## config.mk

```make
export PLATFORM = sky130hd
export DESIGN_NAME = pool_engine_top
export DESIGN_NICKNAME = d
export VERILOG_FILES = /design/src/design/pool_pkg.sv /design/src/design/pool_engine_top.sv /design/src/design/pool_out_fifo.sv /design/src/design/pool_max_tree.sv /design/src/design/pool_line_buffer.sv /design/src/design/pool_cmd_ctrl.sv
export SDC_FILE = /design/constraint.sdc
export NUM_CORES = 2
export LEC_CHECK = 0
export BUFFER_PORTS_ARGS = -buffer_cell sky130_fd_sc_hd__buf_2
export CAP_MARGIN = 20
export CORE_MARGIN = 2
export CORE_UTILIZATION = 50
export DETAILED_ROUTE_END_ITERATION = 6
export GPL_TIMING_DRIVEN = 1
export PLACE_DENSITY = 0.66
export SYNTH_ARGS = -nofsm -noshare
export SYNTH_HDL_FRONTEND = slang
export SYNTH_SLANG_ARGS = --single-unit
```

## constraint.sdc

```tcl
create_clock -name clk -period 7.75 [get_ports clk]
set_input_delay 0.3875 -clock clk [delete_from_list [all_inputs] [get_ports clk]]
set_output_delay 0.3875 -clock clk [all_outputs]
set_load 0.005 [all_outputs]
```

## src/design/pool_pkg.sv

```systemverilog
package pool_pkg;

    //////////////////////////////
    // Sizing
    //////////////////////////////

    localparam int PIXEL_W   = 16;
    // Widest supported map, one row memory entry per column
    localparam int MAX_COLS  = 64;
    localparam int COL_W     = 6;
    localparam int ROW_W     = 10;
    localparam int OUT_DEPTH = 8;
    localparam int OUT_AW    = $clog2(OUT_DEPTH);
    // One extra bit so a full FIFO can be counted
    localparam int OUT_CNT_W = OUT_AW + 1;

    //////////////////////////////
    // Types
    //////////////////////////////

    typedef logic [PIXEL_W-1:0] pixel_t;

    // Three columns of one window row, index 0 is the newest column
    typedef pixel_t [2:0] win_row_t;

    typedef logic [OUT_AW-1:0]    out_ptr_t;
    typedef logic [OUT_CNT_W-1:0] out_cnt_t;

    typedef struct packed {
        logic [15:0] num_rows;
        logic [15:0] num_cols;
    } pool_cmd_t;

    // Oldest row first
    typedef struct packed {
        win_row_t row0;
        win_row_t row1;
        win_row_t row2;
    } window_t;

    typedef struct packed {
        logic [ROW_W-1:0] row;
        logic [COL_W-1:0] col;
    } map_pos_t;

endpackage
```

## src/design/pool_engine_top.sv

```systemverilog
`timescale 1ns/1ns

module pool_engine_top (
    input  logic                clk,
    input  logic                rst,
    input  pool_pkg::pool_cmd_t opcode,
    input  logic                opcode_valid,
    output logic                opcode_accept,
    output logic                opcode_complete,
    input  pool_pkg::pixel_t    datain,
    input  logic                datain_valid,
    output logic                datain_ready,
    output pool_pkg::pixel_t    dataout,
    output logic                dataout_valid,
    input  logic                dataout_ready
);

    logic               pix_take;
    pool_pkg::map_pos_t pos;
    pool_pkg::window_t  win;
    logic               win_valid;
    pool_pkg::pixel_t   result;
    logic               result_valid;
    logic               room;
    logic               pop;

    pool_cmd_ctrl u_cmd_ctrl (
        .clk             (clk),
        .rst             (rst),
        .opcode          (opcode),
        .opcode_valid    (opcode_valid),
        .datain_valid    (datain_valid),
        .room            (room),
        .pop             (pop),
        .opcode_accept   (opcode_accept),
        .opcode_complete (opcode_complete),
        .datain_ready    (datain_ready),
        .pix_take        (pix_take),
        .pos             (pos)
    );

    pool_line_buffer u_line_buffer (
        .clk       (clk),
        .rst       (rst),
        .pix_take  (pix_take),
        .pos       (pos),
        .pixel     (datain),
        .win       (win),
        .win_valid (win_valid)
    );

    pool_max_tree u_max_tree (
        .clk          (clk),
        .rst          (rst),
        .win          (win),
        .win_valid    (win_valid),
        .result       (result),
        .result_valid (result_valid)
    );

    // Each new window claims its FIFO slot up front
    pool_out_fifo u_out_fifo (
        .clk           (clk),
        .rst           (rst),
        .result        (result),
        .result_valid  (result_valid),
        .reserve       (win_valid),
        .dataout_ready (dataout_ready),
        .dataout       (dataout),
        .dataout_valid (dataout_valid),
        .room          (room),
        .pop           (pop)
    );

endmodule

```

## src/design/pool_out_fifo.sv

```systemverilog
`timescale 1ns/1ns

module pool_out_fifo (
    input  logic             clk,
    input  logic             rst,
    input  pool_pkg::pixel_t result,
    input  logic             result_valid,
    input  logic             reserve,
    input  logic             dataout_ready,
    output pool_pkg::pixel_t dataout,
    output logic             dataout_valid,
    output logic             room,
    output logic             pop
);

    pool_pkg::pixel_t   mem [pool_pkg::OUT_DEPTH];
    pool_pkg::out_ptr_t wr_ptr;
    pool_pkg::out_ptr_t rd_ptr;
    pool_pkg::out_cnt_t count;
    pool_pkg::out_cnt_t reserved;
    logic               full;

    //////////////////////////////
    // Output side
    //////////////////////////////

    // Head entry is visible as soon as it is written
    assign dataout       = mem[rd_ptr];
    assign dataout_valid = (count != '0);
    assign pop           = dataout_valid && dataout_ready;
    assign full          = (count == pool_pkg::out_cnt_t'(pool_pkg::OUT_DEPTH));

    // One slot kept back for a window already registered in the line buffer
    assign room = (reserved < pool_pkg::out_cnt_t'(pool_pkg::OUT_DEPTH - 1));

    always_ff @(posedge clk) begin
        if (result_valid) begin
            mem[wr_ptr] <= result;
        end
    end

    //////////////////////////////
    // Pointers and counters
    //////////////////////////////

    always_ff @(posedge clk) begin
        if (rst) begin
            wr_ptr   <= '0;
            rd_ptr   <= '0;
            count    <= '0;
            reserved <= '0;
        end else begin
            if (result_valid) begin
                wr_ptr <= wr_ptr + 1'b1;
            end
            if (pop) begin
                rd_ptr <= rd_ptr + 1'b1;
            end
            case ({result_valid, pop})
                2'b10:   count <= count + 1'b1;
                2'b01:   count <= count - 1'b1;
                default: count <= count;
            endcase
            // Slot is claimed when the window forms, freed when its result leaves
            case ({reserve, pop})
                2'b10:   reserved <= reserved + 1'b1;
                2'b01:   reserved <= reserved - 1'b1;
                default: reserved <= reserved;
            endcase
        end
    end

    a_no_write_when_full: assert property (
        @(posedge clk) disable iff (rst) result_valid |-> !full
    ) else $error("result written into a full FIFO");

    a_reserve_bound: assert property (
        @(posedge clk) disable iff (rst)
        reserved <= pool_pkg::out_cnt_t'(pool_pkg::OUT_DEPTH)
    ) else $error("more windows in flight than FIFO slots");

endmodule

```

## src/design/pool_max_tree.sv

```systemverilog
`timescale 1ns/1ns

module pool_max_tree (
    input  logic              clk,
    input  logic              rst,
    input  pool_pkg::window_t win,
    input  logic              win_valid,
    output pool_pkg::pixel_t  result,
    output logic              result_valid
);

    pool_pkg::pixel_t row_max [3];
    logic             s1_valid;

    function automatic pool_pkg::pixel_t max2(
        input pool_pkg::pixel_t a,
        input pool_pkg::pixel_t b
    );
        return (a > b) ? a : b;
    endfunction

    function automatic pool_pkg::pixel_t max3(input pool_pkg::win_row_t r);
        return max2(max2(r[0], r[1]), r[2]);
    endfunction

    //////////////////////////////
    // Stage 1, per row
    //////////////////////////////

    always_ff @(posedge clk) begin
        row_max[0] <= max3(win.row0);
        row_max[1] <= max3(win.row1);
        row_max[2] <= max3(win.row2);
    end

    //////////////////////////////
    // Stage 2, across rows
    //////////////////////////////

    always_ff @(posedge clk) begin
        result <= max2(max2(row_max[0], row_max[1]), row_max[2]);
    end

    // Valid follows the data, no stall since the FIFO slot is reserved
    always_ff @(posedge clk) begin
        if (rst) begin
            s1_valid     <= 1'b0;
            result_valid <= 1'b0;
        end else begin
            s1_valid     <= win_valid;
            result_valid <= s1_valid;
        end
    end

endmodule

```

## src/design/pool_line_buffer.sv

```systemverilog
`timescale 1ns/1ns

module pool_line_buffer (
    input  logic               clk,
    input  logic               rst,
    input  logic               pix_take,
    input  pool_pkg::map_pos_t pos,
    input  pool_pkg::pixel_t   pixel,
    output pool_pkg::window_t  win,
    output logic               win_valid
);

    // Lower memory holds the previous row, upper memory the one before it
    pool_pkg::pixel_t mem_lo [pool_pkg::MAX_COLS];
    pool_pkg::pixel_t mem_hi [pool_pkg::MAX_COLS];

    pool_pkg::pixel_t lo_rd;
    pool_pkg::pixel_t hi_rd;
    logic             interior;

    //////////////////////////////
    // Column sample
    //////////////////////////////

    // Same column, one and two rows up
    assign lo_rd = mem_lo[pos.col];
    assign hi_rd = mem_hi[pos.col];

    // Full 3x3 neighborhood exists only from row 2 and column 2 on
    assign interior = (pos.row >= pool_pkg::ROW_W'(2)) &&
                      (pos.col >= pool_pkg::COL_W'(2));

    //////////////////////////////
    // Row memories
    //////////////////////////////

    // Each take pushes the column down by one row
    always_ff @(posedge clk) begin
        if (pix_take) begin
            mem_lo[pos.col] <= pixel;
            mem_hi[pos.col] <= lo_rd;
        end
    end

    //////////////////////////////
    // Window shift array
    //////////////////////////////

    // New column enters at index 0, oldest column drops off index 2
    always_ff @(posedge clk) begin
        if (pix_take) begin
            win.row0 <= {win.row0[1:0], hi_rd};
            win.row1 <= {win.row1[1:0], lo_rd};
            win.row2 <= {win.row2[1:0], pixel};
        end
    end

    // One pulse per completed interior window
    always_ff @(posedge clk) begin
        if (rst) begin
            win_valid <= 1'b0;
        end else begin
            win_valid <= pix_take && interior;
        end
    end

endmodule

```

## src/design/pool_cmd_ctrl.sv

```systemverilog
`timescale 1ns/1ns

module pool_cmd_ctrl (
    input  logic                clk,
    input  logic                rst,
    input  pool_pkg::pool_cmd_t opcode,
    input  logic                opcode_valid,
    input  logic                datain_valid,
    input  logic                room,
    input  logic                pop,
    output logic                opcode_accept,
    output logic                opcode_complete,
    output logic                datain_ready,
    output logic                pix_take,
    output pool_pkg::map_pos_t  pos
);

    typedef enum logic [1:0] {
        ST_IDLE,
        ST_ACCEPT,
        ST_BUSY
    } state_t;

    state_t              state;
    pool_pkg::pool_cmd_t cmd_q;
    logic [15:0]         res_total;
    logic [15:0]         res_count;
    logic                in_done;
    logic                last_col;
    logic                last_row;
    logic                last_pop;

    //////////////////////////////
    // Handshakes
    //////////////////////////////

    assign opcode_accept = (state == ST_ACCEPT);
    // Stop taking pixels once the map is in, or when the FIFO has no spare slot
    assign datain_ready  = (state == ST_BUSY) && !in_done && room;
    assign pix_take      = datain_valid && datain_ready;

    assign last_col = (16'(pos.col) == cmd_q.num_cols - 16'd1);
    assign last_row = (16'(pos.row) == cmd_q.num_rows - 16'd1);
    assign last_pop = (res_count == res_total - 16'd1);

    // Command held for the whole job
    always_ff @(posedge clk) begin
        if (state == ST_IDLE && opcode_valid) begin
            cmd_q <= opcode;
        end
        // Interior window count, fits in 16 bits for the largest map
        if (state == ST_ACCEPT) begin
            res_total <= (cmd_q.num_rows - 16'd2) * (cmd_q.num_cols - 16'd2);
        end
    end

    //////////////////////////////
    // FSM and raster counters
    //////////////////////////////

    always_ff @(posedge clk) begin
        if (rst) begin
            state           <= ST_IDLE;
            opcode_complete <= 1'b0;
            pos             <= '0;
            res_count       <= '0;
            in_done         <= 1'b0;
        end else begin
            opcode_complete <= 1'b0;
            case (state)
                ST_IDLE: begin
                    if (opcode_valid) begin
                        state <= ST_ACCEPT;
                    end
                end
                ST_ACCEPT: begin
                    pos       <= '0;
                    res_count <= '0;
                    in_done   <= 1'b0;
                    state     <= ST_BUSY;
                end
                ST_BUSY: begin
                    if (pix_take) begin
                        if (last_col) begin
                            pos.col <= '0;
                            pos.row <= pos.row + 1'b1;
                            in_done <= last_row;
                        end else begin
                            pos.col <= pos.col + 1'b1;
                        end
                    end
                    // Job ends when the final result leaves the FIFO
                    if (pop) begin
                        res_count <= res_count + 16'd1;
                        if (last_pop) begin
                            opcode_complete <= 1'b1;
                            state           <= ST_IDLE;
                        end
                    end
                end
                default: state <= ST_IDLE;
            endcase
        end
    end

    a_accept_complete_apart: assert property (
        @(posedge clk) disable iff (rst) !(opcode_accept && opcode_complete)
    ) else $error("opcode_accept and opcode_complete high together");

endmodule

```

### Word level (Yosys, flattened, before mapping)

Memory sizes are Yosys's and may differ from the RTL's. A register that Yosys moved wholly into a read port is not among the register bits.
Index checks and enable logic that the tools add are counted.

* register bits after elaboration: 245
* output and inout port bits: 20
* memories kept: 4
* word-level logic and storage cells: 121
* RAM bits: 2224
* bits of input ports: 53

Memory list
* u_line_buffer.mem_hi: words 64, bits a word 16, rd ports 1, clocked after Yosys merged registers in 1, wr ports 1, line pool_line_buffer.sv:15 `pool_pkg::pixel_t mem_hi [pool_pkg::MAX_COLS];`
* u_line_buffer.mem_lo: words 64, bits a word 16, rd ports 1, clocked after Yosys merged registers in 1, wr ports 1, line pool_line_buffer.sv:14 `pool_pkg::pixel_t mem_lo [pool_pkg::MAX_COLS];`
* u_out_fifo.mem: words 8, bits a word 16, rd ports 1, clocked after Yosys merged registers in 1, wr ports 1, line pool_out_fifo.sv:16 `pool_pkg::pixel_t mem [pool_pkg::OUT_DEPTH];`
* u_max_tree.row_max: words 3, bits a word 16, rd ports 3, clocked after Yosys merged registers in 0, wr ports 3, line pool_max_tree.sv:12 `pool_pkg::pixel_t row_max [3];`

* equality and inequality tests: 14
* reduce and logical (&&, ||, !) cells: 18
* muxes and demuxes: 32
* $mul: 1
* add/sub/neg operators: 14
* magnitude comparators: 11
* bitwise gates (word level): 2

Operators with widths (count)
* $mux 16: 10
* $gt 16x16->1: 8
* $pmux 16 s2: 2
* $sub 16x1->16 const B: 3
* $sub 16x2->16 const B: 2
* $mux 6: 3
* $add 16x1->16 const B: 1
* $eq 10x16->1: 1
* $eq 16x16->1: 1
* $eq 6x16->1: 1
* $mul 16x16->16: 1
* $pmux 4 s2: 2
* $add 10x1->10 const B: 1
* $ge 10x2->1 const B: 1
* $mux 10: 1
* $add 4x1->4 const B: 2
* $ne 2x1->1 const B: 4
* $sub 4x1->4 const B: 2
* $logic_and 1x1->1: 7
* $mux 1: 7
* $add 3x1->3 const B: 2
* $add 6x1->6 const B: 1
* $eq 2x1->1 const B: 3
* $eq 2x2->1 const B: 3
* 15 further kinds: 23

### Depth between registers and ports, before layout

* word-level depth: 8
* mapped depth: 27
* gate-level depth less buffers: 26

### By module

A second synthesis with hierarchy kept.

* cells, all modules: 6716
* area total of the unflattened synthesis: 104428.9 µm²

Modules (own cells, without submodules)
* pool_line_buffer: sequential area each 65843.1 µm², area each 83070.9 µm², cells each 4686, instances 1
* pool_cmd_ctrl: sequential area each 2162.1 µm², area each 9022.4 µm², cells each 1017, instances 1
* pool_max_tree: sequential area each 1321.3 µm², area each 6531.3 µm², cells each 725, instances 1
* pool_out_fifo: sequential area each 4184.0 µm², area each 5804.3 µm², cells each 288, instances 1

### Worst setup path after synthesis

OpenSTA, ideal clock, no wires.

* path type: flip-flop to flip-flop
* start point: register u_cmd_ctrl.state[0]
* end point: memory u_line_buffer.mem_hi[24][0] (netlist bit) (enable)
* period minus slack after synthesis: 8.502 ns
* cell stages (with the launch flop): 10
* library setup time: 0.421 ns
* data arrival time: 8.081 ns
* slack: -0.752 ns
* data required time: 7.329 ns
* buffers on the path: 1
* cells stage by stage: dfxtp_1 inv_1 ha_1 clkinv_1 nor4_1 nand2_1 inv_1 clkbuf_1 nand2_1 nor2_1

* longest elaborated chain between the ends: 6

RTL lines
* from (decl): line pool_cmd_ctrl.sv:24 `state_t state;`
* from (signal assigned): line pool_cmd_ctrl.sv:63 `state <= ST_IDLE;`
* from (signal assigned): line pool_cmd_ctrl.sv:73 `state <= ST_ACCEPT;`
* from (signal assigned): line pool_cmd_ctrl.sv:80 `state <= ST_BUSY;`
* $eq 2x2->1: line pool_cmd_ctrl.sv:39 `assign datain_ready = (state == ST_BUSY) && !in_done && room;`
* $logic_and 1x1->1 (2 in a row): line pool_cmd_ctrl.sv:39
* net datain_ready: line pool_engine_top.sv:12 `output logic datain_ready,`
* $logic_and 1x1->1: line pool_cmd_ctrl.sv:40 `assign pix_take = datain_valid && datain_ready;`
* net pix_take: line pool_engine_top.sv:18 `logic pix_take;`
* $mux 1: line pool_line_buffer.sv:39 `if (pix_take) begin`
* $mux 1 (not written as such): line pool_line_buffer.sv:41 `mem_hi[pos.col] <= lo_rd;`
* to (decl): line pool_line_buffer.sv:15

The timed path passes the listed nets, and every way through them passes these cells.

### Final worst setup path

* start point: register u_cmd_ctrl.cmd_q[17] (netlist bit)
* end point: register u_cmd_ctrl.res_total[15] (data pin)

* longest elaborated chain between the ends: 2

RTL lines
* from (decl): line pool_cmd_ctrl.sv:25 `pool_pkg::pool_cmd_t cmd_q;`
* from (signal assigned): line pool_cmd_ctrl.sv:49 `cmd_q <= opcode;`
* $sub 16x2->16: line pool_cmd_ctrl.sv:53 `res_total <= (cmd_q.num_rows - 16'd2) * (cmd_q.num_cols - 16'd2);`
* $mul 16x16->16: line pool_cmd_ctrl.sv:53
* to (signal assigned): line pool_cmd_ctrl.sv:53
* to (decl): line pool_cmd_ctrl.sv:26 `logic [15:0] res_total;`

No other way between the ends.
A chain may end at the register's enable or synchronous reset.

==> load_flow_metrics.sql <==
INSERT INTO impl_metrics (metric_group, metric, value, unit) VALUES
('critical_path', 'regToRegSetupSlack', '730', 'ps'),
('critical_path', 'worst-r2r-cell-count', '23', ''),
('floorplan', 'fp.coreArea', '0.200', 'mm^2'),
('layout', 'seqCellArea', '0.0737', 'mm^2'),
('placement', 'post-dp-hpwl', '154000', 'um'),
('routing', 'vias', '54100', ''),
('layout', 'fin_util', '57.0', '%'),
('critical_path', 'critical_path.endpoint_type', 'flip-flop', ''),
('timing', 'relSlewSlack', '21.3', '%'),
('timing', 'final.period_utilization', '90.5', '%'),
('timing', 'worst_case_clock_skew', '55.7', 'ps'),
('synthesis', 'most_instantiated_flip_flop_cell_in_the_synthesis_netlist', 'sky130_fd_sc_hd__edfxtp_1', ''),
('layout', 'multi_input_gate_area_in_the_final_layout', '0.0256', 'mm^2'),
('timing', 'holdWs', '23.6', 'ps'),
('critical_path', 'worstSetupPathType', 'reg2reg', ''),
('grt', 'grt.total_usage', '25.5', '%'),
('grt', 'largest_net_degree_at_the_start_of_global_routing', '105', ''),
('clocking', 'clk_latency', '890', 'ps'),
('layout', 'nFillCells', '14800', ''),
('grt', 'grt_antenna_before_repair', '10', ''),
('placement', 'pre_cts_ws', '694', 'ps'),
('timing', 'fmaxAchievable', '143', 'MHz'),
('synthesis', 'synth.net_count', '5839', ''),
('clocking', 'numCtsBuffers', '238', ''),
('routing', 'viasPerCell', '6.27', ''),
('critical_path', 'critical_path_peak_fanout', '7', ''),
('synthesis', 'synth.lib_cells_used.distinct', '84', ''),
('routing', 'drc', '1', ''),
('placement', 'final_gp_congestion', '0.834', ''),
('routing', 'postRouteAntennaNets', '0', ''),
('clocking', 'cts_hold_repair.buffers', '35', ''),
('status', 'failed_checks', 'DRC', ''),
('synthesis', 'synth-seq-cells', '2494', ''),
('timing', 'timing_max_transition_violations_final', '0', ''),
('routing', 'route.detailed.wl_per_inst', '30.4', 'um'),
('floorplan', 'effective_utilization_at_floorplan', '50.4', '%'),
('power_and_ir_drop', 'cellPowerDensity', '309', 'mW/mm^2'),
('synthesis', 'synth_top_area_cell', 'sky130_fd_sc_hd__edfxtp_1', ''),
('timing', 'rsz0062_at_grt', 'no', ''),
('clocking', 'ctsRootBufferMaster', 'sky130_fd_sc_hd__clkbuf_16', ''),
('layout', 'nets', '6108', ''),
('critical_path', 'cp-endpoint', 'u_cmd_ctrl.res_total[15]$_DFFE_PP_', ''),
('critical_path', 'crit_required', '8360', 'ps'),
('clocking', 'post_cts.repair.setup_buffers', '0', ''),
('grt', 'grt_pass1_vias', '53500', ''),
('timing', 'final-hold-violation-count', '0', ''),
('timing', 'final_layout_setup_total_negative_slack', '0', 'ps'),
('clocking', 'cts.sink_count', '2494', ''),
('synthesis', 'syn_avg_cell_area', '18.3', 'um^2'),
('critical_path', 'r2r_end', 'u_cmd_ctrl.res_total[15]$_DFFE_PP_', ''),
('job', 'drv.max_cap_violation_count', '0', ''),
('status', 'outcome', 'finished with violations', ''),
('grt', 'grt_pass1_wl', '378000', 'um'),
('min_path', 'min-delay-path-class', 'in2reg', ''),
('synthesis', 'synth.area.top_cells', 'sky130_fd_sc_hd__edfxtp_1, sky130_fd_sc_hd__mux4_2, sky130_fd_sc_hd__dfxtp_1', ''),
('clocking', 'cts_max_level', '4', ''),
('routing', 'iter_0_drt_violations', '7579', ''),
('clocking', 'clk_path_buf_depth', '3', ''),
('synthesis', 'synth.yosys.seq_area_share', '73.0', '%'),
('critical_path', 'startpoint', 'u_cmd_ctrl.cmd_q[17]$_DFFE_PP_', ''),
('layout', 'flow.area_growth_from_synthesis', '13.2', '%'),
('synthesis', 'syn-instance-count', '5504', ''),
('floorplan', 'ioPinCount', '73', ''),
('floorplan', 'die_h', '453', 'um'),
('routing', 'drt_pre_antenna_iters', '7', ''),
('timing', 'period_minus_slack', '7020', 'ps'),
('synthesis', 'post_synth_most_frequent_cells', 'sky130_fd_sc_hd__edfxtp_1, sky130_fd_sc_hd__mux4_2, sky130_fd_sc_hd__a22oi_1, sky130_fd_sc_hd__inv_1, sky130_fd_sc_hd__nor2_1', ''),
('routing', 'final_wirelength', '262000', 'um'),
('timing', 'worst_pin_slew', '1180', 'ps'),
('synthesis', 'synthMostInstantiatedCell', 'sky130_fd_sc_hd__edfxtp_1', ''),
('grt', 'grt_overflow_total', '0', '');
stage by stage:
| stage | power (uW) | instance area, um^2 | std cells |
|---|---|---|---|
| finish | 35200 | 114000 | 8632 |
| CTS | 35400 | 114000 | 8600 |
| global placement | 23800 | 105000 | 8118 |
| detailed placement | 23900 | 105000 | 8124 |
| global route | 37000 | 114000 | 8631 |
| floorplan | 22200 | 101000 | 5504 |
sequential cells by signal, indices dropped and copies added (netlist names), 2 cells and up, named ones only:
signal,count
u_cmd_ctrl.cmd_q,32
u_cmd_ctrl.pos,16
u_cmd_ctrl.res_count,16
u_cmd_ctrl.res_total,16
u_cmd_ctrl.state,2
u_line_buffer.mem_hi,1024
u_line_buffer.mem_lo,1024
u_line_buffer.win,144
u_max_tree.result,16
u_max_tree.row_max,48
u_out_fifo.count,4
u_out_fifo.mem,128
u_out_fifo.rd_ptr,3
u_out_fifo.reserved,4
u_out_fifo.wr_ptr,3
cells by family (layout without fill, tap and decap cells):
kind of cell | Yosys count | count (layout) | synth area share (%)
AOI/OAI and AO/OA | 852 | 852 | 6.19
xor gates and xnor gates | 130 | 130 | 1.16
adders and majority gates | 282 | 282 | 4.11
buffers and inverters | 547 | 1017 | 2.09
DFF | 2494 | 2494 | 73.0
muxes | 537 | 537 | 10.1
other | 0 | 2 | 0
and+or+nand+nor | 662 | 662 | 3.29
where the power goes:
group | leakage (uW) | internal (uW) | switching [uW]
logic | 0.0105 | 3670 | 4060
registers | 0.0224 | 15500 | 288
clock network | 0.00380 | 6620 | 5030
placed cells by master, fill, tap and decap left out, types with 49 or more instances in the layout:
master,netlist,layout
sky130_fd_sc_hd__nor2_1,247,181
sky130_fd_sc_hd__clkbuf_1,182,49
sky130_fd_sc_hd__a22o_1,78,78
sky130_fd_sc_hd__inv_1,279,278
sky130_fd_sc_hd__buf_4,0,142
sky130_fd_sc_hd__nand4_1,52,52
sky130_fd_sc_hd__a221oi_1,85,85
sky130_fd_sc_hd__clkbuf_16,0,240
sky130_fd_sc_hd__o21ai_0,53,53
sky130_fd_sc_hd__a31oi_1,74,74
sky130_fd_sc_hd__a22oi_1,325,325
sky130_fd_sc_hd__mux4_2,371,371
sky130_fd_sc_hd__nor2_4,0,66
sky130_fd_sc_hd__ha_1,200,200
sky130_fd_sc_hd__edfxtp_1,2368,2368
sky130_fd_sc_hd__a21oi_1,89,89
sky130_fd_sc_hd__buf_2,11,72
sky130_fd_sc_hd__nand2_1,103,103
sky130_fd_sc_hd__dfxtp_1,126,118
sky130_fd_sc_hd__clkinv_1,1,62
sky130_fd_sc_hd__mux2_2,141,141
sky130_fd_sc_hd__xnor2_1,79,79
sky130_fd_sc_hd__fa_1,82,82
metal layers:
metal  vias to the layer above  wire [um]  global-route usage, %
met5                         -        155                      0
met4                        10       7570                   7.64
met3                       451      24900                   4.55
met2                      2949     126000                   41.1
met1                     28000     104000                   35.8
li1                      22800          -                      -
worst min path at each step:
stage	start	end	slack (ps)	cells past startpoint
after floorplan	u_max_tree.s1_valid$_SDFF_PP0_	u_max_tree.result_valid$_SDFF_PP0_	410	1
after global placement	u_line_buffer.win[123]$_DFFE_PP_	u_line_buffer.win[139]$_DFFE_PP_	450	0
after detailed placement	u_cmd_ctrl.in_done$_SDFFE_PP0P_	u_cmd_ctrl.in_done$_SDFFE_PP0P_	460	2
after CTS	rst	u_out_fifo.reserved[1]$_SDFFE_PP0P_	110	2
after global routing	datain[6]	u_line_buffer.mem_lo[54][6]$_DFFE_PP_	9	1
final	datain[6]	u_line_buffer.mem_lo[54][6]$_DFFE_PP_	20	1
critical path, cell delays in order, from the launching register on:
cell and delay (ps):
sky130_fd_sc_hd__edfxtp_1 400, sky130_fd_sc_hd__inv_1 260, sky130_fd_sc_hd__ha_1 350, sky130_fd_sc_hd__nand3_1 190
sky130_fd_sc_hd__or4_1 530, sky130_fd_sc_hd__xnor2_1 390, sky130_fd_sc_hd__nand2_1 130, sky130_fd_sc_hd__fa_1 490
sky130_fd_sc_hd__fa_1 540, sky130_fd_sc_hd__inv_1 60, sky130_fd_sc_hd__fa_1 500, sky130_fd_sc_hd__fa_1 560
sky130_fd_sc_hd__inv_1 50, sky130_fd_sc_hd__fa_1 450, sky130_fd_sc_hd__fa_1 390, sky130_fd_sc_hd__xnor2_1 140
sky130_fd_sc_hd__xnor2_1 180, sky130_fd_sc_hd__xnor2_1 150, sky130_fd_sc_hd__xnor2_1 150, sky130_fd_sc_hd__xnor2_1 140
sky130_fd_sc_hd__xnor3_1 270, sky130_fd_sc_hd__xnor2_2 150, sky130_fd_sc_hd__xnor2_1 190, sky130_fd_sc_hd__xnor2_1 90
layout make-up:
| cell class | instances | area share, % |
|---|---|---|
| clock buffers | 297 | 5.52 |
| flip-flops and latches | 2494 | 64.5 |
| repair buffers | 295 | 2.30 |
| clock inverters | 144 | 1.34 |
| inverters | 281 | 0.929 |
| multi-input cells | 2463 | 22.4 |
| diodes | 2 | 0.00439 |
| well taps | 2656 | 2.91 |
(Power assumes the default switching activity.)
